[src/ppu_defines.svh]
/*
 * Picture processor constants: line and frame timing, CPU register offsets,
 * palette page and VRAM fetch address pieces
 */
`ifndef PPU_DEFINES_SVH
`define PPU_DEFINES_SVH

// Line and frame timing
`define LAST_CYCLE        9'd340   // Last cycle of a normal line
`define LAST_CYCLE_GROUP  6'd42    // Cycles 336..343
`define POST_RENDER_LINE  9'd240   // Idle line after the picture
`define VBLANK_END_LINE   9'd260   // Last vblank line
`define PRE_RENDER_LINE   9'd511   // Line -1 in 9 bits
`define VISIBLE_CYCLES    9'd256

// Scroll update points within a line
`define VERT_INC_CYCLE    9'd251
`define HORIZ_COPY_CYCLE  9'd256
`define VERT_COPY_CYCLE   9'd304   // Only on the pre-render line
`define PREFETCH_START    9'd320   // First two tiles of next line
`define PREFETCH_END      9'd336

// CPU register offsets
`define REG_CTRL    3'd0
`define REG_MASK    3'd1
`define REG_STATUS  3'd2
`define REG_SCROLL  3'd5
`define REG_ADDR    3'd6
`define REG_DATA    3'd7

`define PAL_PAGE    6'h3F    // Upper address bits of palette space
`define NT_BASE     2'b10    // Nametables live at 0x2000
`define ATTR_ROW    4'b1111  // Attribute block at the end of a nametable

`endif

[src/ppu_pkg.sv]
/*
 * Shared types: scroll field view and the loopy
 * union over the VRAM address word
 */
package ppu_pkg;

  // Scroll fields, msb first
  typedef struct packed {
    logic [2:0] fine_y;    // Row within tile
    logic       nt_y;      // Vertical nametable select
    logic       nt_x;      // Horizontal nametable select
    logic [4:0] coarse_y;  // Tile row
    logic [4:0] coarse_x;  // Tile column
  } scroll_t;

  // Same 15 bits seen as a flat address or as scroll fields
  typedef union packed {
    logic [14:0] addr;
    scroll_t     f;
  } loopy_t;

endpackage

[src/ppu_timing.sv]
/*
 * Scanline and cycle counters with odd-frame short pre-render line,
 * vblank flag and line event strobes
 */
`timescale 1ns/1ns
`include "ppu_defines.svh"

module ppu_timing (
  input  logic       clk,
  input  logic       reset,
  input  logic       rendering,        // Playfield on and inside picture
  output logic [8:0] scanline,
  output logic [8:0] cycle,
  output logic       in_vblank,
  output logic       end_of_line,      // Last cycle of the current line
  output logic       last_group,       // Cycles 336..343
  output logic       entering_vblank,
  output logic       exiting_vblank,
  output logic       pre_render        // On line -1
);

  logic odd_frame;   // Frame parity for the skipped cycle
  logic short_line;

  // Pre-render line drops its last cycle every second frame
  assign short_line = pre_render && odd_frame && rendering;

  assign last_group  = (cycle[8:3] == `LAST_CYCLE_GROUP);
  assign end_of_line = (cycle == (short_line ? `LAST_CYCLE - 9'd1 : `LAST_CYCLE));

  // Line events land on the wrap cycle
  assign entering_vblank = end_of_line && (scanline == `POST_RENDER_LINE);
  assign exiting_vblank  = end_of_line && (scanline == `VBLANK_END_LINE);

  always_ff @(posedge clk) begin
    if (reset) begin
      cycle     <= 9'd0;
      in_vblank <= 1'b1;  // Start as if inside vblank
    end else begin
      cycle <= end_of_line ? 9'd0 : cycle + 9'd1;
      if (entering_vblank)
        in_vblank <= 1'b1;
      else if (exiting_vblank)
        in_vblank <= 1'b0;
    end
  end

  // Line counter and frame parity
  always_ff @(posedge clk) begin
    if (reset) begin
      scanline   <= 9'd0;
      pre_render <= 1'b0;
      odd_frame  <= 1'b0;
    end else if (end_of_line) begin
      // 260 jumps to -1, -1 rolls over to 0 by itself
      scanline   <= exiting_vblank ? `PRE_RENDER_LINE : scanline + 9'd1;
      pre_render <= exiting_vblank;
      if (exiting_vblank)
        odd_frame <= ~odd_frame;  // New frame begins
    end
  end

  // Counter must wrap before 341 on every line
  a_cycle_range: assert property (
    @(posedge clk) disable iff (reset) cycle <= `LAST_CYCLE
  );

endmodule

[src/ppu_scroll.sv]
/*
 * Current and temporary scroll/address registers, fine X and write toggle,
 * CPU register decode, rendering increments and copies
 */
`timescale 1ns/1ns
`include "ppu_defines.svh"

module ppu_scroll import ppu_pkg::*; (
  input  logic       clk,
  input  logic       reset,
  input  logic       rendering,
  input  logic       pre_render,
  input  logic [8:0] cycle,
  input  logic [2:0] ain,
  input  logic [7:0] din,
  input  logic       read,
  input  logic       write,
  output loopy_t     loopy,     // Current address, v
  output logic [2:0] fine_x
);

  loopy_t     v;       // Current VRAM address
  loopy_t     t;       // Temporary address
  logic [2:0] fx;
  logic       toggle;  // Second write of a pair
  logic       incr32;  // Data port step of 32
  logic       fetch_window;

  // Coarse X advances after each attribute fetch, picture and prefetch tiles
  assign fetch_window = (cycle < `VISIBLE_CYCLES) ||
                        (cycle >= `PREFETCH_START && cycle < `PREFETCH_END);

  always_ff @(posedge clk) begin
    if (reset) begin
      v.addr <= 15'd0;
      t.addr <= 15'd0;
      fx     <= 3'd0;
      toggle <= 1'b0;
      incr32 <= 1'b0;
    end else begin
      if (rendering) begin
        if (cycle[2:0] == 3'd3 && fetch_window) begin
          v.f.coarse_x <= v.f.coarse_x + 5'd1;
          if (v.f.coarse_x == 5'd31)
            v.f.nt_x <= ~v.f.nt_x;      // Cross into next nametable
        end
        if (cycle == `VERT_INC_CYCLE) begin
          v.f.fine_y <= v.f.fine_y + 3'd1;
          if (v.f.fine_y == 3'd7) begin
            if (v.f.coarse_y == 5'd29) begin  // Row 29 is the last tile row
              v.f.coarse_y <= 5'd0;
              v.f.nt_y     <= ~v.f.nt_y;
            end else begin
              v.f.coarse_y <= v.f.coarse_y + 5'd1;
            end
          end
        end
        if (cycle == `HORIZ_COPY_CYCLE) begin
          v.f.coarse_x <= t.f.coarse_x;
          v.f.nt_x     <= t.f.nt_x;
        end
        if (cycle == `VERT_COPY_CYCLE && pre_render)
          v <= t;                         // Full reload for a new frame
      end

      // CPU side, takes priority over the rendering updates
      if (write && ain == `REG_CTRL) begin
        t.f.nt_x <= din[0];
        t.f.nt_y <= din[1];
        incr32   <= din[2];
      end else if (write && ain == `REG_SCROLL) begin
        if (!toggle) begin
          t.f.coarse_x <= din[7:3];
          fx           <= din[2:0];
        end else begin
          t.f.coarse_y <= din[7:3];
          t.f.fine_y   <= din[2:0];
        end
        toggle <= ~toggle;
      end else if (write && ain == `REG_ADDR) begin
        if (!toggle) begin
          t.addr[14:8] <= {1'b0, din[5:0]};  // Top bit forced low
        end else begin
          t.addr[7:0] <= din;
          v.addr      <= {t.addr[14:8], din};
        end
        toggle <= ~toggle;
      end else if (read && ain == `REG_STATUS) begin
        toggle <= 1'b0;
      end else if ((read || write) && ain == `REG_DATA && !rendering) begin
        v.addr <= v.addr + (incr32 ? 15'd32 : 15'd1);
      end
    end
  end

  assign loopy  = v;
  assign fine_x = fx;

  // A status read always restarts the scroll/address write pair
  a_toggle_clear: assert property (
    @(posedge clk) disable iff (reset) (read && ain == `REG_STATUS) |=> !toggle
  );

endmodule

[src/ppu_bg_painter.sv]
/*
 * Background fetch capture (name, attribute, pattern planes) and
 * pixel shift registers with fine X selection
 */
`timescale 1ns/1ns

module ppu_bg_painter import ppu_pkg::*; (
  input  logic       clk,
  input  logic       reset,
  input  logic       enable,     // Shift pipes advance
  input  logic [2:0] cycle,      // Position in the 8-cycle fetch group
  input  logic [2:0] fine_x,
  input  loopy_t     loopy,
  input  logic [7:0] vram_din,
  output logic [7:0] name_byte,
  output logic [3:0] pixel
);

  logic [15:0] pat_lo_pipe;  // Pattern plane 0
  logic [15:0] pat_hi_pipe;  // Pattern plane 1
  logic [8:0]  attr_lo_pipe;
  logic [8:0]  attr_hi_pipe;
  logic [1:0]  attr_bits;    // Quadrant of the fetched attribute byte
  logic [7:0]  pat_lo;       // Low plane held until reload
  logic [1:0]  quad;

  // Pattern bytes hold the leftmost pixel in bit 7
  function automatic logic [7:0] bit_rev(input logic [7:0] b);
    logic [7:0] r;
    for (int k = 0; k < 8; k++) begin
      r[k] = b[7 - k];
    end
    return r;
  endfunction

  assign quad = {loopy.f.coarse_y[1], loopy.f.coarse_x[1]};

  // Data arrives one cycle after each even-cycle read
  always_ff @(posedge clk) begin
    case (cycle)
      3'd1: name_byte <= vram_din;
      3'd3: attr_bits <= vram_din[{quad, 1'b0} +: 2];
      3'd5: pat_lo    <= vram_din;
      default: ;
    endcase
  end

  always_ff @(posedge clk) begin
    if (reset) begin
      pat_lo_pipe  <= 16'd0;
      pat_hi_pipe  <= 16'd0;
      attr_lo_pipe <= 9'd0;
      attr_hi_pipe <= 9'd0;
    end else if (enable) begin
      pat_lo_pipe[14:0]  <= pat_lo_pipe[15:1];
      pat_hi_pipe[14:0]  <= pat_hi_pipe[15:1];
      attr_lo_pipe[7:0]  <= attr_lo_pipe[8:1];
      attr_hi_pipe[7:0]  <= attr_hi_pipe[8:1];
      if (cycle == 3'd7) begin             // High plane is on the bus now
        pat_lo_pipe[15:8] <= bit_rev(pat_lo);
        pat_hi_pipe[15:8] <= bit_rev(vram_din);
        attr_lo_pipe[8]   <= attr_bits[0];
        attr_hi_pipe[8]   <= attr_bits[1];
      end
    end
  end

  // Fine X picks how far into the pipe we look
  assign pixel = {attr_hi_pipe[fine_x], attr_lo_pipe[fine_x],
                  pat_hi_pipe[fine_x], pat_lo_pipe[fine_x]};

endmodule

[src/ppu_palette.sv]
/*
 * 32-entry palette RAM with backdrop mirroring,
 * write masking and grayscale output
 */
`timescale 1ns/1ns

module ppu_palette (
  input  logic       clk,
  input  logic [4:0] addr,
  input  logic [5:0] din,
  input  logic       write,
  input  logic       grayscale,
  output logic [5:0] color
);

  // Power-up contents, a plain ramp over a dark backdrop
  logic [5:0] pal [32] = '{
    6'h0F, 6'h01, 6'h11, 6'h21,
    6'h0F, 6'h02, 6'h12, 6'h22,
    6'h0F, 6'h06, 6'h16, 6'h26,
    6'h0F, 6'h09, 6'h19, 6'h29,
    6'h0F, 6'h04, 6'h14, 6'h24,
    6'h0F, 6'h07, 6'h17, 6'h27,
    6'h0F, 6'h0A, 6'h1A, 6'h2A,
    6'h0F, 6'h0C, 6'h1C, 6'h3C
  };
  logic [4:0] idx;       // Index after backdrop folding
  logic [5:0] raw;
  logic       wr_ok;

  // Every colour 0 reads the shared backdrop
  assign idx = (addr[1:0] == 2'b00) ? 5'd0 : addr;
  assign raw = pal[idx];

  // Only 0 and 16 of the x0 slots are writable, both land on entry 0
  assign wr_ok = !(addr[3:2] != 2'b00 && addr[1:0] == 2'b00);

  always_ff @(posedge clk) begin
    if (write && wr_ok)
      pal[idx] <= din;
  end

  assign color = grayscale ? {raw[5:4], 4'b0000} : raw;  // Keep luma only

endmodule

[src/ppu_top.sv]
/*
 * Picture processor top: control and mask registers, NMI and status,
 * VRAM address and strobes, read latch, left clipping and submodules
 */
`timescale 1ns/1ns
`include "ppu_defines.svh"

module ppu_top import ppu_pkg::*; (
  input  logic        clk,
  input  logic        reset,
  input  logic [2:0]  ain,
  input  logic [7:0]  din,
  input  logic        read,
  input  logic        write,
  output logic [7:0]  dout,
  output logic        nmi,
  output logic [13:0] vram_a,
  output logic        vram_r,
  output logic        vram_w,
  input  logic [7:0]  vram_din,
  output logic [7:0]  vram_dout,
  output logic [5:0]  color,
  output logic [8:0]  scanline,
  output logic [8:0]  cycle
);

  logic       bg_patt;         // Ctrl bit 4
  logic       nmi_enable;      // Ctrl bit 7
  logic       grayscale;       // Mask bit 0
  logic       bg_clip;         // Mask bit 1, show left column when set
  logic       playfield_en;    // Mask bit 3
  logic       nmi_flag;
  logic       vram_r_d;        // Read issued last cycle
  logic [7:0] vram_latch;
  logic       in_vblank, end_of_line, last_group;
  logic       entering_vblank, exiting_vblank, pre_render;
  logic       rendering;
  loopy_t     loopy;
  logic [2:0] fine_x;
  logic [7:0] name_byte;
  logic [3:0] bg_raw, bg_pixel;
  logic       show_bg, is_pal;
  logic [4:0] pal_addr;

  assign rendering = playfield_en && !in_vblank && scanline != `POST_RENDER_LINE;
  assign is_pal    = (loopy.addr[13:8] == `PAL_PAGE);

  ppu_timing u_timing (
    .clk, .reset, .rendering, .scanline, .cycle, .in_vblank, .end_of_line,
    .last_group, .entering_vblank, .exiting_vblank, .pre_render
  );

  ppu_scroll u_scroll (
    .clk, .reset, .rendering, .pre_render, .cycle, .ain, .din, .read, .write,
    .loopy, .fine_x
  );

  ppu_bg_painter u_bg (
    .clk, .reset, .enable(!last_group), .cycle(cycle[2:0]), .fine_x, .loopy,
    .vram_din, .name_byte, .pixel(bg_raw)
  );

  // Left 8 columns drop to backdrop unless clipping is off
  assign show_bg  = (bg_clip || cycle[7:3] != 5'd0) && playfield_en;
  assign bg_pixel = {bg_raw[3:2], show_bg ? bg_raw[1:0] : 2'b00};
  assign pal_addr = rendering ? {1'b0, bg_pixel} :
                    is_pal    ? loopy.addr[4:0] : 5'd0;

  ppu_palette u_palette (
    .clk, .addr(pal_addr), .din(din[5:0]),
    .write(write && ain == `REG_DATA && is_pal), .grayscale, .color
  );

  // Fetch phase picks name, attribute or pattern address
  always_comb begin
    if (!rendering)
      vram_a = loopy.addr[13:0];
    else if (cycle[2:1] == 2'd0)
      vram_a = {`NT_BASE, loopy.addr[11:0]};
    else if (cycle[2:1] == 2'd1)
      vram_a = {`NT_BASE, loopy.f.nt_y, loopy.f.nt_x, `ATTR_ROW,
                loopy.f.coarse_y[4:2], loopy.f.coarse_x[4:2]};
    else
      vram_a = {1'b0, bg_patt, name_byte, cycle[1], loopy.f.fine_y};  // Plane from cycle 1
  end

  assign vram_r = (read && ain == `REG_DATA) ||
                  (rendering && !cycle[0] && !end_of_line);
  assign vram_w = write && ain == `REG_DATA && !is_pal && !rendering;
  assign vram_dout = din;

  always_ff @(posedge clk) begin
    if (reset) begin
      bg_patt      <= 1'b0;
      nmi_enable   <= 1'b0;
      grayscale    <= 1'b0;
      bg_clip      <= 1'b0;
      playfield_en <= 1'b0;
      nmi_flag     <= 1'b0;
      vram_r_d     <= 1'b0;
    end else begin
      if (write && ain == `REG_CTRL) begin
        bg_patt    <= din[4];
        nmi_enable <= din[7];
      end
      if (write && ain == `REG_MASK) begin
        grayscale    <= din[0];
        bg_clip      <= din[1];
        playfield_en <= din[3];
      end
      if (entering_vblank)
        nmi_flag <= 1'b1;
      else if (exiting_vblank || (read && ain == `REG_STATUS))
        nmi_flag <= 1'b0;                 // Reading status acknowledges
      vram_r_d <= vram_r;
    end
  end

  // Bus data is valid the cycle after the strobe
  always_ff @(posedge clk) begin
    if (vram_r_d)
      vram_latch <= vram_din;
  end

  assign nmi = nmi_flag && nmi_enable;

  // Status has no sprite bits, data port reads palette directly
  always_comb begin
    if (ain == `REG_STATUS)
      dout = {nmi_flag, 7'b0000000};
    else if (is_pal)
      dout = {2'b00, color};
    else
      dout = vram_latch;
  end

  // Fetch reads and CPU writes never share the VRAM bus
  a_bus_excl: assert property (
    @(posedge clk) disable iff (reset) !(vram_r && vram_w)
  );

endmodule

[config.mk]
export PLATFORM = sky130hd
export DESIGN_NAME = ppu_top
export DESIGN_NICKNAME = d
export VERILOG_FILES = /design/src/ppu_pkg.sv /design/src/ppu_timing.sv /design/src/ppu_scroll.sv /design/src/ppu_bg_painter.sv /design/src/ppu_palette.sv /design/src/ppu_top.sv
export VERILOG_INCLUDE_DIRS = /design/src
export SDC_FILE = /design/constraint.sdc
export NUM_CORES = 1
export LEC_CHECK = 0
export ABC_AREA = 1
export BUFFER_PORTS_ARGS = -buffer_cell sky130_fd_sc_hd__buf_4
export CORE_MARGIN = 10
export CORE_UTILIZATION = 61
export CTS_BUF_LIST = sky130_fd_sc_hd__clkbuf_4 sky130_fd_sc_hd__clkbuf_8 sky130_fd_sc_hd__clkbuf_16
export CTS_CLUSTER_DIAMETER = 120
export DETAILED_ROUTE_END_ITERATION = 10
export HOLD_SLACK_MARGIN = 0.03
export PLACE_DENSITY_LB_ADDON = 0.12
export SYNTH_ARGS = -nofsm -noshare
export SYNTH_HDL_FRONTEND = slang
export SYNTH_HIERARCHICAL = 1
export SYNTH_SLANG_ARGS = --single-unit
[constraint.sdc]
create_clock -name clk -period 3.7 [get_ports clk]
set_input_delay 0.37 -clock clk [delete_from_list [all_inputs] [get_ports clk]]
set_output_delay 0.37 -clock clk [all_outputs]
set_load 0.02 [all_outputs]
==> metrics.yaml, run 1 <==
outcome: "finished, violations left"
failed_checks: "setup timing"
yosys_most_used_dff: "sky130_fd_sc_hd__edfxtp_1"
post-route-drc-count: 0
timing_max_transition_violations_final: 0
port_buffers: 79
tightestPinTransition_ns: 1.13
drtPass1Iterations: 8
whs_path_depth: 1
postRouteWirelength_mm: 43.5
cts.sinks: 294
clkSlewWorstSetupHoldPaths_ns: 0.06
start_kind: "flop"
fmax_ghz: 0.266
min_period_over_period_pct: 101
max-slew-margin-rel_pct: 24.2
min_period_ns: 3.76
antenna_left: 0
pwrdens_nw_per_um2: 402
post_dp_cell_area_sq_um: 15900
dp_slack_ns: 0.0932
synthMuxAreaShare_pct: 0
destination_of_the_worst_register_to_register_timing_path: "u_palette/pal[30][0]"
final-instance-count-excl-fill: 2351
yosys.area_share.adder_pct: 1.17
layout-drive-gt1-share_pct: 18.4
synth_warnings: 6
edff_count_synth: 181
grt_first_pass_wirelength_mm: 67.4
hold_end: "u_bg/name_byte[1]"
die_h_microns: 177
cts_tree: "yes"
synthSimpleGateAreaFrac_pct: 29.2
number_of_levels_in_the_clock_h_tree: 1
critical_path_buf_inv_count: 4
grt_overflow_total: 0
unrepaired_setup_endpoints_after_global_routing: "yes"
r2r_cells: 10
netSwitchingPower_mw: 1.61
start_util_pct: 61.6
cts_buffer_depth: 3
clock_buffers_created_by_tritoncts: 30
internal-power_mw: 5.57
synth.yosys.seq_area_share_pct: 51.5
critPathArrivalTime_ns: 3.39
required_ns: 3.33
cp_slowest_cell: "sky130_fd_sc_hd__dfxtp_2"
clock_skew_ns: 0.0238
die_area_sq_um: 31200
globalRouteTotalUtil_pct: 27.0
vias: 13400
synth_cell_area_sq_um: 14900
std_cell_rows: 57
layout_commonest_cell: "sky130_fd_sc_hd__nand2_1"
hold_start: "vram_din[1]"
antenna_violations_before_repair: 0
drt_iter0_drc: 1531
cap_violations: 0
finalSetupTns_ns: -0.178
maximum_number_of_pins_on_one_net_before_global_route_repair: 51
critical_path.cell_chain: "nand2_2, nor3_4, buf_6, nand3_2, o21ai_4, clkinvlp_4, buf_6, nand2_8, nor2_1, nor2_1, nand3_2, nand2_2, nand2_2, a21oi_4, nand3_2, a21oi_4, buf_6"
number_of_hold_violations_in_the_final_report: 0
finish.net_count: 2040
hpwl_reported_at_the_end_of_detailed_placement_mm: 29.0
ports: 80
synth.lib_cells_used.distinct: 49
syn_avg_cell_area_sq_um: 7.98
vias_in_the_first_global_route: 12600
power_leakage_nw: 7.68
setup_ws_ns: -0.0553
cell_count_after_synthesis: 1873
leading_cell_types_in_the_layout_fill_and_taps_excluded: "492 x sky130_fd_sc_hd__nand2_1, 224 x sky130_fd_sc_hd__inv_1, 212 x sky130_fd_sc_hd__nor2_1, 181 x sky130_fd_sc_hd__edfxtp_1, 134 x sky130_fd_sc_hd__buf_4"
gp_congestion: 1.00
critical-path-max-stage-delay_ns: 0.33
r2r_start: "u_scroll/loopy[11]"
rrSetupSlack_ns: 0.48
die_width_microns: 177
vias_per_cell: 5.70
power.share.sequential_pct: 49.3
final-setup-viol-count: 4
comb_power_share_pct: 5.8
synthToLayoutAreaGrowth_pct: 19.5
synth_top_family_by_area: "simple AND/OR/NAND/NOR gates"
post_layout_instance_area_sq_um: 17900
share_clk_of_total_power_pct: 44.9
cts-root-buf: "sky130_fd_sc_hd__clkbuf_16"
layout.filler_cells: 1891
clock_insertion_delay_worst_skew_ns: 0.57
antenna_cells_inserted: 0
number_of_placed_instances_with_taps_included: 2263
synth_compound_area_share_pct: 8.31
vdd_drop_max_v: 0.000405
endpoint_kind: "primary output"
design.core.area_sq_um: 24200
yosys.area_share.xor_xnor_pct: 0.586
hold_path_class: "in2reg"
crit_type: "reg2out"
crit_fanout: 9
crit_family: "simple AND/OR/NAND/NOR gates"
ys_seq_elements: 294
synth-async-reset-ratio_pct: 0
wire_per_inst_microns: 18.5
final_core_utilization_pct: 73.7
p_sw_share_pct: 22.4
-- Yosys cell counts, types with 3 or more instances --
cell type | count | area share [%]
sky130_fd_sc_hd__nand2_1 | 509 | 13
sky130_fd_sc_hd__inv_1 | 230 | 5.8
sky130_fd_sc_hd__nor2_1 | 223 | 5.6
sky130_fd_sc_hd__edfxtp_1 | 181 | 36
sky130_fd_sc_hd__nand3_1 | 158 | 5.3
sky130_fd_sc_hd__dfxtp_1 | 113 | 15
sky130_fd_sc_hd__a21oi_1 | 93 | 3.1
sky130_fd_sc_hd__o21ai_0 | 72 | 2.4
sky130_fd_sc_hd__nand4_1 | 34 | 1.4
sky130_fd_sc_hd__buf_2 | 30 | 1.0
sky130_fd_sc_hd__o21ai_1 | 27 | 0.90
sky130_fd_sc_hd__inv_2 | 18 | 0.45
sky130_fd_sc_hd__buf_4 | 17 | 0.85
sky130_fd_sc_hd__clkbuf_1 | 16 | 0.40
sky130_fd_sc_hd__ha_1 | 14 | 1.2
sky130_fd_sc_hd__nand2_2 | 13 | 0.54
sky130_fd_sc_hd__nand3b_1 | 13 | 0.65
sky130_fd_sc_hd__o211ai_1 | 10 | 0.50
sky130_fd_sc_hd__nor2_2 | 9 | 0.38
sky130_fd_sc_hd__nor3_1 | 9 | 0.30
sky130_fd_sc_hd__xor2_1 | 9 | 0.53
sky130_fd_sc_hd__a31oi_1 | 8 | 0.33
sky130_fd_sc_hd__buf_6 | 7 | 0.53
sky130_fd_sc_hd__nor2_4 | 7 | 0.53
sky130_fd_sc_hd__or2_2 | 6 | 0.25
sky130_fd_sc_hd__nand2_4 | 5 | 0.38
sky130_fd_sc_hd__o221ai_1 | 5 | 0.29
sky130_fd_sc_hd__o22ai_1 | 5 | 0.21
sky130_fd_sc_hd__a211oi_1 | 4 | 0.20
sky130_fd_sc_hd__clkinv_1 | 3 | 0.075
sky130_fd_sc_hd__nand3_2 | 3 | 0.20
sky130_fd_sc_hd__nor3_4 | 3 | 0.33
-- logic make-up (layout without fill, tap and decap cells) --
family,Yosys count,count (layout)
other,1,5
buffers and inverters,324,474
adder cells (fa/ha/maj),14,14
AND/OR/NAND/NOR,1000,1000
flip-flops,294,294
XOR/XNOR,10,10
AO/OA/AOI/OAI,230,230
-- power groups by stage --
| stage | clock (mW) | combinational [mW] | sequential (mW) |
|---|---|---|---|
| after floorplan | 0 | 0.216 | 3.61 |
| after global placement | 0 | 0.391 | 3.61 |
| after detailed placement | 0 | 0.396 | 3.61 |
| after CTS | 3.26 | 0.404 | 3.54 |
| after global routing | 3.41 | 0.452 | 3.54 |
| final | 3.22 | 0.417 | 3.54 |
-- per-layer routing --
metal  track usage (%)  up-vias  part of all wire, %
met3              4.44      119                  7.8
met1              34.2     6245                   40
met4              11.0        0                  4.2
li1                  -     6362                    -
met2              45.0      665                   48
met5                 0        -                    0
-- through the flow --
step	power (mW)	hold WS, ns
5_1_grt	7.40	0.0447
3_5_place_dp	4.01	0.455
3_3_place_gp	4.00	0.449
2_1_floorplan	3.83	0.430
4_1_cts	7.20	0.0354
6_report	7.17	0.0555
-- how the worst max path moves through the flow --
stage	start	end	slack (ns)	cells past startpoint
final	u_scroll/loopy[11]	dout[3]	-0.06	17
after global routing	u_scroll/fine_x[0]	dout[1]	-0.18	20
after CTS	u_scroll/fine_x[0]	dout[0]	-0.02	21
after detailed placement	u_scroll/fine_x[1]	dout[3]	0.09	19
after global placement	u_scroll/fine_x[1]	dout[3]	0.13	19
after floorplan	u_timing/scanline[4]	dout[0]	0.12	18
-- registers in the layout (all words and copies together), names as in the netlist, 2 cells and up --
signal,count
u_bg/pat_lo,8
u_bg/attr_hi_pipe,9
u_palette/pal,155
u_scroll/loopy,15
u_scroll/fine_x,3
u_timing/cycle,9
vram_latch,8
u_timing/scanline,9
u_bg/attr_bits,2
u_bg/pat_lo_pipe,16
u_scroll/t,15
u_bg/name_byte,8
u_bg/attr_lo_pipe,9
u_bg/pat_hi_pipe,16
-- final cells by class --
type / count / area (sq um) / share of cell area, %
flip-flops and latches: 294 / 7710 / 43.2
clock inverters: 19 / 218 / 1.22
clock buffers: 37 / 856 / 4.79
multi-input cells: 1259 / 6290 / 35.2
well taps: 324 / 405 / 2.27
repair buffers: 166 / 1410 / 7.91
inverters: 252 / 975 / 5.46
-- worst register-to-register path, stage by stage, from the launching register on --
cell and delay [ns]:
sky130_fd_sc_hd__dfxtp_2 0.33, sky130_fd_sc_hd__nand2_2 0.06, sky130_fd_sc_hd__nor3_4 0.23, sky130_fd_sc_hd__buf_6 0.15, sky130_fd_sc_hd__nand3_2 0.09, sky130_fd_sc_hd__o21ai_4 0.27, sky130_fd_sc_hd__clkinvlp_4 0.28, sky130_fd_sc_hd__nor2_4 0.26
sky130_fd_sc_hd__buf_2 0.20, sky130_fd_sc_hd__nand2_1 0.30, sky130_fd_sc_hd__nor2_1 0.67
-- what timing repair did --
item / CTS / global route
setup endpoints to repair: 12 / 9
hold endpoints to repair: 0 / 0
pin swaps: 34 / 43
gates cloned: 2 / 2
gates resized for setup: 72 / 74
hold buffers: 0 / 0
setup buffers: 20 / 8
Note: power is estimated with default switching activity, not from simulation.
==> run 2: changes to the inputs <==
- RECOVER_POWER: default -> 100
==> run 2 against run 1 <==
  * The flow finishes with violations (capacitance limit, slew limit, setup timing)
  * Power fell by 0.16%
  * Global-route usage unchanged
  * Via count is essentially flat
  * Die area unchanged
  * Utilization down 0.79 points
  * Sequential share of layout area increased by 0.47 points
  * Clock power about the same
  * Clock skew is 0.0037 ns lower
  * Sequential cell count unchanged
  * Wire length about the same
  * Worst hold slack improved by 0.074 ns
  * Critical path depth unchanged
==> metrics.yaml, run 2 (synthesized netlist as in run 1, its figures left out) <==
outcome: "finished, violations left"
failed_checks: "capacitance limit, slew limit, setup timing"
pwrdens_nw_per_um2: 405  # +0.92%
dp_slack_ns: 0.0932  # unchanged
rrSetupSlack_ns: 0.49  # about the same
whs_path_depth: 3  # +2
unrepaired_setup_endpoints_after_global_routing: "yes"
tightestPinTransition_ns: 1.88  # +0.747 ns
largest_register_ff_count: 155  # unchanged
antenna_left: 0  # unchanged
cts-root-buf: "sky130_fd_sc_hd__clkbuf_16"
post_layout_instance_area_sq_um: 17700  # -1.1%
critPathArrivalTime_ns: 3.39  # about the same
vias_per_cell: 5.70  # about the same
vdd_drop_max_v: 0.000400  # -1.1%
destination_of_the_worst_register_to_register_timing_path: "u_palette/pal[30][3]"
gp_congestion: 1.00  # unchanged
maximum_number_of_pins_on_one_net_before_global_route_repair: 51  # unchanged
power_leakage_nw: 7.51  # -2.2%
final-setup-viol-count: 5  # +1
timing_max_transition_violations_final: 201  # +201
leading_cell_types_in_the_layout_fill_and_taps_excluded: "496 x sky130_fd_sc_hd__nand2_1, 228 x sky130_fd_sc_hd__inv_1, 213 x sky130_fd_sc_hd__nor2_1, 181 x sky130_fd_sc_hd__edfxtp_1, 132 x sky130_fd_sc_hd__nand3_1"
die_width_microns: 177  # unchanged
layout-drive-gt1-share_pct: 15.7  # -2.7 points
vias: 13400  # +0.075%
ports: 80  # unchanged
number_of_hold_violations_in_the_final_report: 0  # unchanged
synthToLayoutAreaGrowth_pct: 18.2
postRouteWirelength_mm: 43.4  # about the same
number_of_placed_instances_with_taps_included: 2263  # unchanged
required_ns: 3.33  # about the same
port_buffers: 79  # unchanged
min_period_ns: 3.76  # +0.00569 ns
p_total_mw: 7.16  # -0.16%
std_cell_rows: 57  # unchanged
antenna_cells_inserted: 0  # unchanged
grt_first_pass_wirelength_mm: 67.4  # unchanged
layout_commonest_cell: "sky130_fd_sc_hd__nand2_1"
post-route-drc-count: 0  # unchanged
design.core.area_sq_um: 24200  # unchanged
clock_skew_ns: 0.0200  # -0.00374 ns
start_util_pct: 61.6  # unchanged
layout.filler_cells: 1936  # +2.4%
antenna_violations_before_repair: 0  # unchanged
die_h_microns: 177  # unchanged
die_area_sq_um: 31200  # unchanged
r2r_start: "u_scroll/loopy[10]"
clkSlewWorstSetupHoldPaths_ns: 0.06  # about the same
number_of_levels_in_the_clock_h_tree: 1  # unchanged
endpoint_kind: "primary output"
cts.sinks: 294  # unchanged
hold_path_class: "in2reg"
r2r_cells: 10  # unchanged
hold_start: "din[6]"
cap_violations: 6  # +6
reg.largest.list: "u_palette/pal x155, u_bg/pat_hi_pipe x16, u_bg/pat_lo_pipe x16"
setup_ws_ns: -0.0610  # -0.00569 ns
final_core_utilization_pct: 72.9  # -0.79 points
fmax_ghz: 0.266  # -0.15%
crit_type: "reg2out"
vias_in_the_first_global_route: 12600  # unchanged
finish.net_count: 2040  # unchanged
hold_buffers: 0  # unchanged
globalRouteTotalUtil_pct: 27.0  # unchanged
cts_buffer_depth: 3  # unchanged
registers.top_by_ff_count: "u_palette/pal"
clock_insertion_delay_worst_skew_ns: 0.56  # about the same
min_period_over_period_pct: 102  # +0.15 points
grt_overflow_total: 0  # unchanged
hpwl_reported_at_the_end_of_detailed_placement_mm: 29.0  # unchanged
wire_per_inst_microns: 18.5  # about the same
post_dp_cell_area_sq_um: 15900  # unchanged
crit_fanout: 9  # unchanged
final-instance-count-excl-fill: 2351  # unchanged
start_kind: "flop"
drtPass1Iterations: 6  # -2
max-slew-margin-rel_pct: -25.2  # -49 points
hold_end: "u_scroll/t[6]"
drt_iter0_drc: 1600  # +4.5%
clock_buffers_created_by_tritoncts: 30  # unchanged
cts_tree: "yes"
## run 2: power breakdown
group | switching (mW) | total (mW) | internal (mW)
clock network | 1.29 | 3.22 | 1.93
registers | 0.0306 | 3.54 | 3.51
logic | 0.288 | 0.401 | 0.113
total | 1.61 | 7.16 | 5.56
## run 2: worst max path at each step
stage | endpoint | from | slack [ns]
finish | dout[1] | u_scroll/loopy[10] | -0.06
global route | dout[1] | u_scroll/fine_x[0] | -0.18
global placement | dout[3] | u_scroll/fine_x[1] | 0.13
detailed placement | dout[3] | u_scroll/fine_x[1] | 0.09
floorplan | dout[0] | u_timing/scanline[4] | 0.12
CTS | dout[0] | u_scroll/fine_x[0] | -0.02
## run 2: area by class of cell
type                       instances  area (sq um)  share of cell area [%]
tap                              324           405                    2.29
multi-input combinational       1259          6260                    35.4
timing repair buffer             166          1250                    7.07
clock inverter                    19           218                    1.23
clock buffer                      37           856                    4.84
sequential                       294          7710                    43.6
inverter                         252           975                    5.52
## run 2: worst max-delay path: stages, from the launching register on
cell	delay (ns)
sky130_fd_sc_hd__dfxtp_2	0.33
sky130_fd_sc_hd__nand2_2	0.07
sky130_fd_sc_hd__nor3_4	0.22
sky130_fd_sc_hd__buf_6	0.15
sky130_fd_sc_hd__nand3_2	0.09
sky130_fd_sc_hd__o21ai_4	0.27
sky130_fd_sc_hd__clkinvlp_4	0.28
sky130_fd_sc_hd__buf_6	0.20
sky130_fd_sc_hd__nand2_8	0.09
sky130_fd_sc_hd__nor2_1	0.05
sky130_fd_sc_hd__nor2_1	0.12
sky130_fd_sc_hd__nand3_1	0.13
sky130_fd_sc_hd__nand2_1	0.12
sky130_fd_sc_hd__nand3_2	0.10
sky130_fd_sc_hd__a21oi_4	0.17
sky130_fd_sc_hd__nand3_2	0.09
sky130_fd_sc_hd__a21oi_2	0.21
sky130_fd_sc_hd__buf_6	0.15
## run 2: what timing repair did
action | CTS | global route
gates resized for setup | 72 | 74
gates cloned | 2 | 2
pin swaps | 34 | 43
endpoints found under the setup margin | 12 | 9
buffers inserted | 20 | 8
## run 2: per-layer routing
| layer | vias up | track usage, % | wire length, microns |
|---|---|---|---|
| li1 | 6359 | - | - |
| met1 | 6238 | 34.2 | 17300 |
| met4 | 0 | 11.0 | 1840 |
| met2 | 686 | 45.0 | 20600 |
| met5 | - | 0 | 0 |
| met3 | 118 | 4.44 | 3630 |
## run 2: through the flow
step	setup TNS (ns)	hold slack, ns
6_report	-0.203	0.129
5_1_grt	-1.05	0.118
4_1_cts	-0.0247	0.0354
3_5_place_dp	0	0.455
3_3_place_gp	0	0.449
2_1_floorplan	0	0.430
==> run 3: changes to the inputs <==
- REMOVE_ABC_BUFFERS: default -> 1
==> run 3 against run 2 <==
  * The run still ends with capacitance limit, slew limit, setup timing left
  * Sequential power is essentially flat
  * Utilization shrank 0.65 points
  * Worst hold slack lost 0.022 ns
  * Register-to-register slack gained 0.03 ns
  * Non-clock buffer count shrank 6
  * Clock skew shrank 0.0020 ns
  * Clock power shrank 4%
  * Largest cell class unchanged
  * Highest routed layer unchanged
==> metrics.yaml, run 3 (synthesized netlist as in run 1, its figures left out) <==
outcome: "finished, violations left"
failed_checks: "capacitance limit, slew limit, setup timing"
vias_in_the_first_global_route: 12400  # -1.2%
final-instance-count-excl-fill: 2348  # -0.13%
grt_first_pass_wirelength_mm: 66.8  # -0.88%
gp_congestion: 0.973  # -2.7%
post_dp_cell_area_sq_um: 15900  # -0.24%
vias: 13300  # -0.61%
vias_per_cell: 5.67  # -0.48%
reg.largest.list: "u_palette/pal x155, u_bg/pat_hi_pipe x16, u_bg/pat_lo_pipe x16"
cts_tree: "yes"
largest_register_ff_count: 155  # unchanged
r2r_start: "playfield_en"
final_core_utilization_pct: 72.2  # -0.65 points
synthToLayoutAreaGrowth_pct: 17.2
number_of_placed_instances_with_taps_included: 2258  # -0.22%
maximum_number_of_pins_on_one_net_before_global_route_repair: 51  # unchanged
endpoint_kind: "primary output"
finish.net_count: 2036  # -0.20%
power.share.sequential_pct: 50.5  # +1.1 points
critPathArrivalTime_ns: 3.34  # -0.05 ns
clock_insertion_delay_worst_skew_ns: 0.56  # about the same
globalRouteTotalUtil_pct: 26.7  # -0.31 points
start_util_pct: 61.6  # unchanged
max-slew-margin-rel_pct: -29.6  # -4.4 points
min_period_over_period_pct: 100  # -1.3 points
cts_buffer_depth: 3  # unchanged
number_of_levels_in_the_clock_h_tree: 1  # unchanged
grt_util_met2_pct: 43.0  # -2.0 points
grt.busiest_layer: "met2"
clock_skew_ns: 0.0180  # -0.00199 ns
start_kind: "flop"
unrepaired_setup_endpoints_after_global_routing: "yes"
netSwitchingPower_mw: 1.59  # -0.70%
vdd_drop_max_v: 0.000349  # -13%
setup_ws_ns: -0.0146  # +0.0464 ns
globalRouteMet1Util_pct: 34.9  # +0.67 points
registers.top_by_ff_count: "u_palette/pal"
timing_max_transition_violations_final: 170  # -15%
share_clk_of_total_power_pct: 43.9  # -1.0 points
cts.sinks: 294  # unchanged
cts-root-buf: "sky130_fd_sc_hd__clkbuf_16"
p_total_mw: 7.03  # -1.9%
tightestPinTransition_ns: 1.94  # +0.0665 ns
layout-drive-gt1-share_pct: 15.0  # -0.67 points
p_sw_share_pct: 22.7  # +0.27 points
std_cell_rows: 57  # unchanged
hold_path_class: "in2reg"
finalSetupTns_ns: -0.0171  # +0.185 ns
destination_of_the_worst_register_to_register_timing_path: "u_scroll/loopy[11]"
grt_overflow_total: 0  # unchanged
crit_type: "reg2out"
die_width_microns: 177  # unchanged
clkSlewWorstSetupHoldPaths_ns: 0.06  # about the same
power_leakage_nw: 7.42  # -1.2%
drt_iter0_drc: 1826  # +14%
number_of_hold_violations_in_the_final_report: 0  # unchanged
min_period_ns: 3.71  # -0.0464 ns
die_area_sq_um: 31200  # unchanged
antenna_left: 0  # unchanged
fmax_ghz: 0.269  # +1.2%
antenna_cells_inserted: 0  # unchanged
required_ns: 3.33  # about the same
layout.filler_cells: 1886  # -2.6%
design.core.area_sq_um: 24200  # unchanged
r2r_cells: 14  # +4
ports: 80  # unchanged
drtPass1Iterations: 6  # unchanged
dp_slack_ns: 0.0604  # -0.0328 ns
groute.layer.met3.usage_pct: 5.25  # +0.81 points
hold_end: "u_scroll/t[6]"
whs_path_depth: 3  # unchanged
hold_start: "din[6]"
cap_violations: 5  # -1
worst_hold_margin_ns: 0.107  # -0.0220 ns
final-setup-viol-count: 2  # -3
internal-power_mw: 5.43  # -2.2%
comb_power_share_pct: 5.6  # about the same
postRouteWirelength_mm: 43.2  # -0.51%
pwrdens_nw_per_um2: 401  # -0.99%
rrSetupSlack_ns: 0.52  # +0.03 ns
wire_per_inst_microns: 18.4  # -0.38%
port_buffers: 79  # unchanged
clock_buffers_created_by_tritoncts: 31  # +3.3%
antenna_violations_before_repair: 0  # unchanged
hpwl_reported_at_the_end_of_detailed_placement_mm: 28.6  # -1.3%
crit_fanout: 8  # -1
layout_commonest_cell: "sky130_fd_sc_hd__nand2_1"
post-route-drc-count: 0  # unchanged
leading_cell_types_in_the_layout_fill_and_taps_excluded: "495 x sky130_fd_sc_hd__nand2_1, 225 x sky130_fd_sc_hd__inv_1, 210 x sky130_fd_sc_hd__nor2_1, 181 x sky130_fd_sc_hd__edfxtp_1, 141 x sky130_fd_sc_hd__nand3_1"
post_layout_instance_area_sq_um: 17500  # -0.89%
die_h_microns: 177  # unchanged
## run 3: worst max-delay path by stage
stage,cells after the start,endpoint,start,slack [ns]
2_1_floorplan,16,dout[4],u_timing/scanline[4],-3.01
3_3_place_gp,20,dout[0],u_scroll/fine_x[1],0.1
3_5_place_dp,20,dout[0],u_scroll/fine_x[1],0.06
4_1_cts,21,dout[3],u_scroll/fine_x[0],-0.009
5_1_grt,19,dout[1],u_timing/scanline[3],-0.12
6_report,16,dout[5],u_scroll/loopy[10],-0.01
## run 3: worst max-delay path: stages (launching register included)
cell and delay [ns]:
sky130_fd_sc_hd__dfxtp_1 0.34, sky130_fd_sc_hd__nand2_2 0.08, sky130_fd_sc_hd__nor3_4 0.30, sky130_fd_sc_hd__nand3_2 0.14
sky130_fd_sc_hd__o21ai_4 0.34, sky130_fd_sc_hd__clkinv_4 0.19, sky130_fd_sc_hd__nor2_4 0.23, sky130_fd_sc_hd__buf_6 0.19
sky130_fd_sc_hd__nand2_1 0.08, sky130_fd_sc_hd__nand4_1 0.12, sky130_fd_sc_hd__nand2_2 0.08, sky130_fd_sc_hd__nor2_4 0.16
sky130_fd_sc_hd__nor2_4 0.05, sky130_fd_sc_hd__nand2_4 0.09, sky130_fd_sc_hd__nand3_2 0.08, sky130_fd_sc_hd__a21oi_2 0.15
sky130_fd_sc_hd__buf_6 0.15
## run 3: layout make-up
cell class	instances	area, sq um	share of cell area [%]
Clock buffer	37	833	4.76
Multi-Input combinational cell	1260	6220	35.5
Sequential cell	294	7700	44.0
Timing Repair Buffer	160	1190	6.78
Tap cell	324	405	2.31
Inverter	252	975	5.57
Clock inverter	21	188	1.07
## run 3: power by group through the flow
stage | sequential [mW] | combinational, mW | clock, mW
3_3_place_gp | 3.62 | 0.377 | 0
4_1_cts | 3.55 | 0.390 | 3.13
6_report | 3.55 | 0.391 | 3.09
2_1_floorplan | 3.61 | 0.188 | 0
3_5_place_dp | 3.62 | 0.385 | 0
5_1_grt | 3.55 | 0.427 | 3.25
## run 3: timing repair
item                                    4_1_cts  5_1_grt
hold endpoints to repair                      4        0
resized for setup                            39       95
endpoints found under the setup margin       12       10
gates cloned                                  1        3
hold buffers                                  2        0
pin swaps                                     7       37
setup buffers                                 8       18
## run 3: layer usage
layer	up-vias	wire, microns
li1	6350	-
met2	712	20000
met5	-	0
met3	127	4210
met1	6130	17200
met4	0	1810
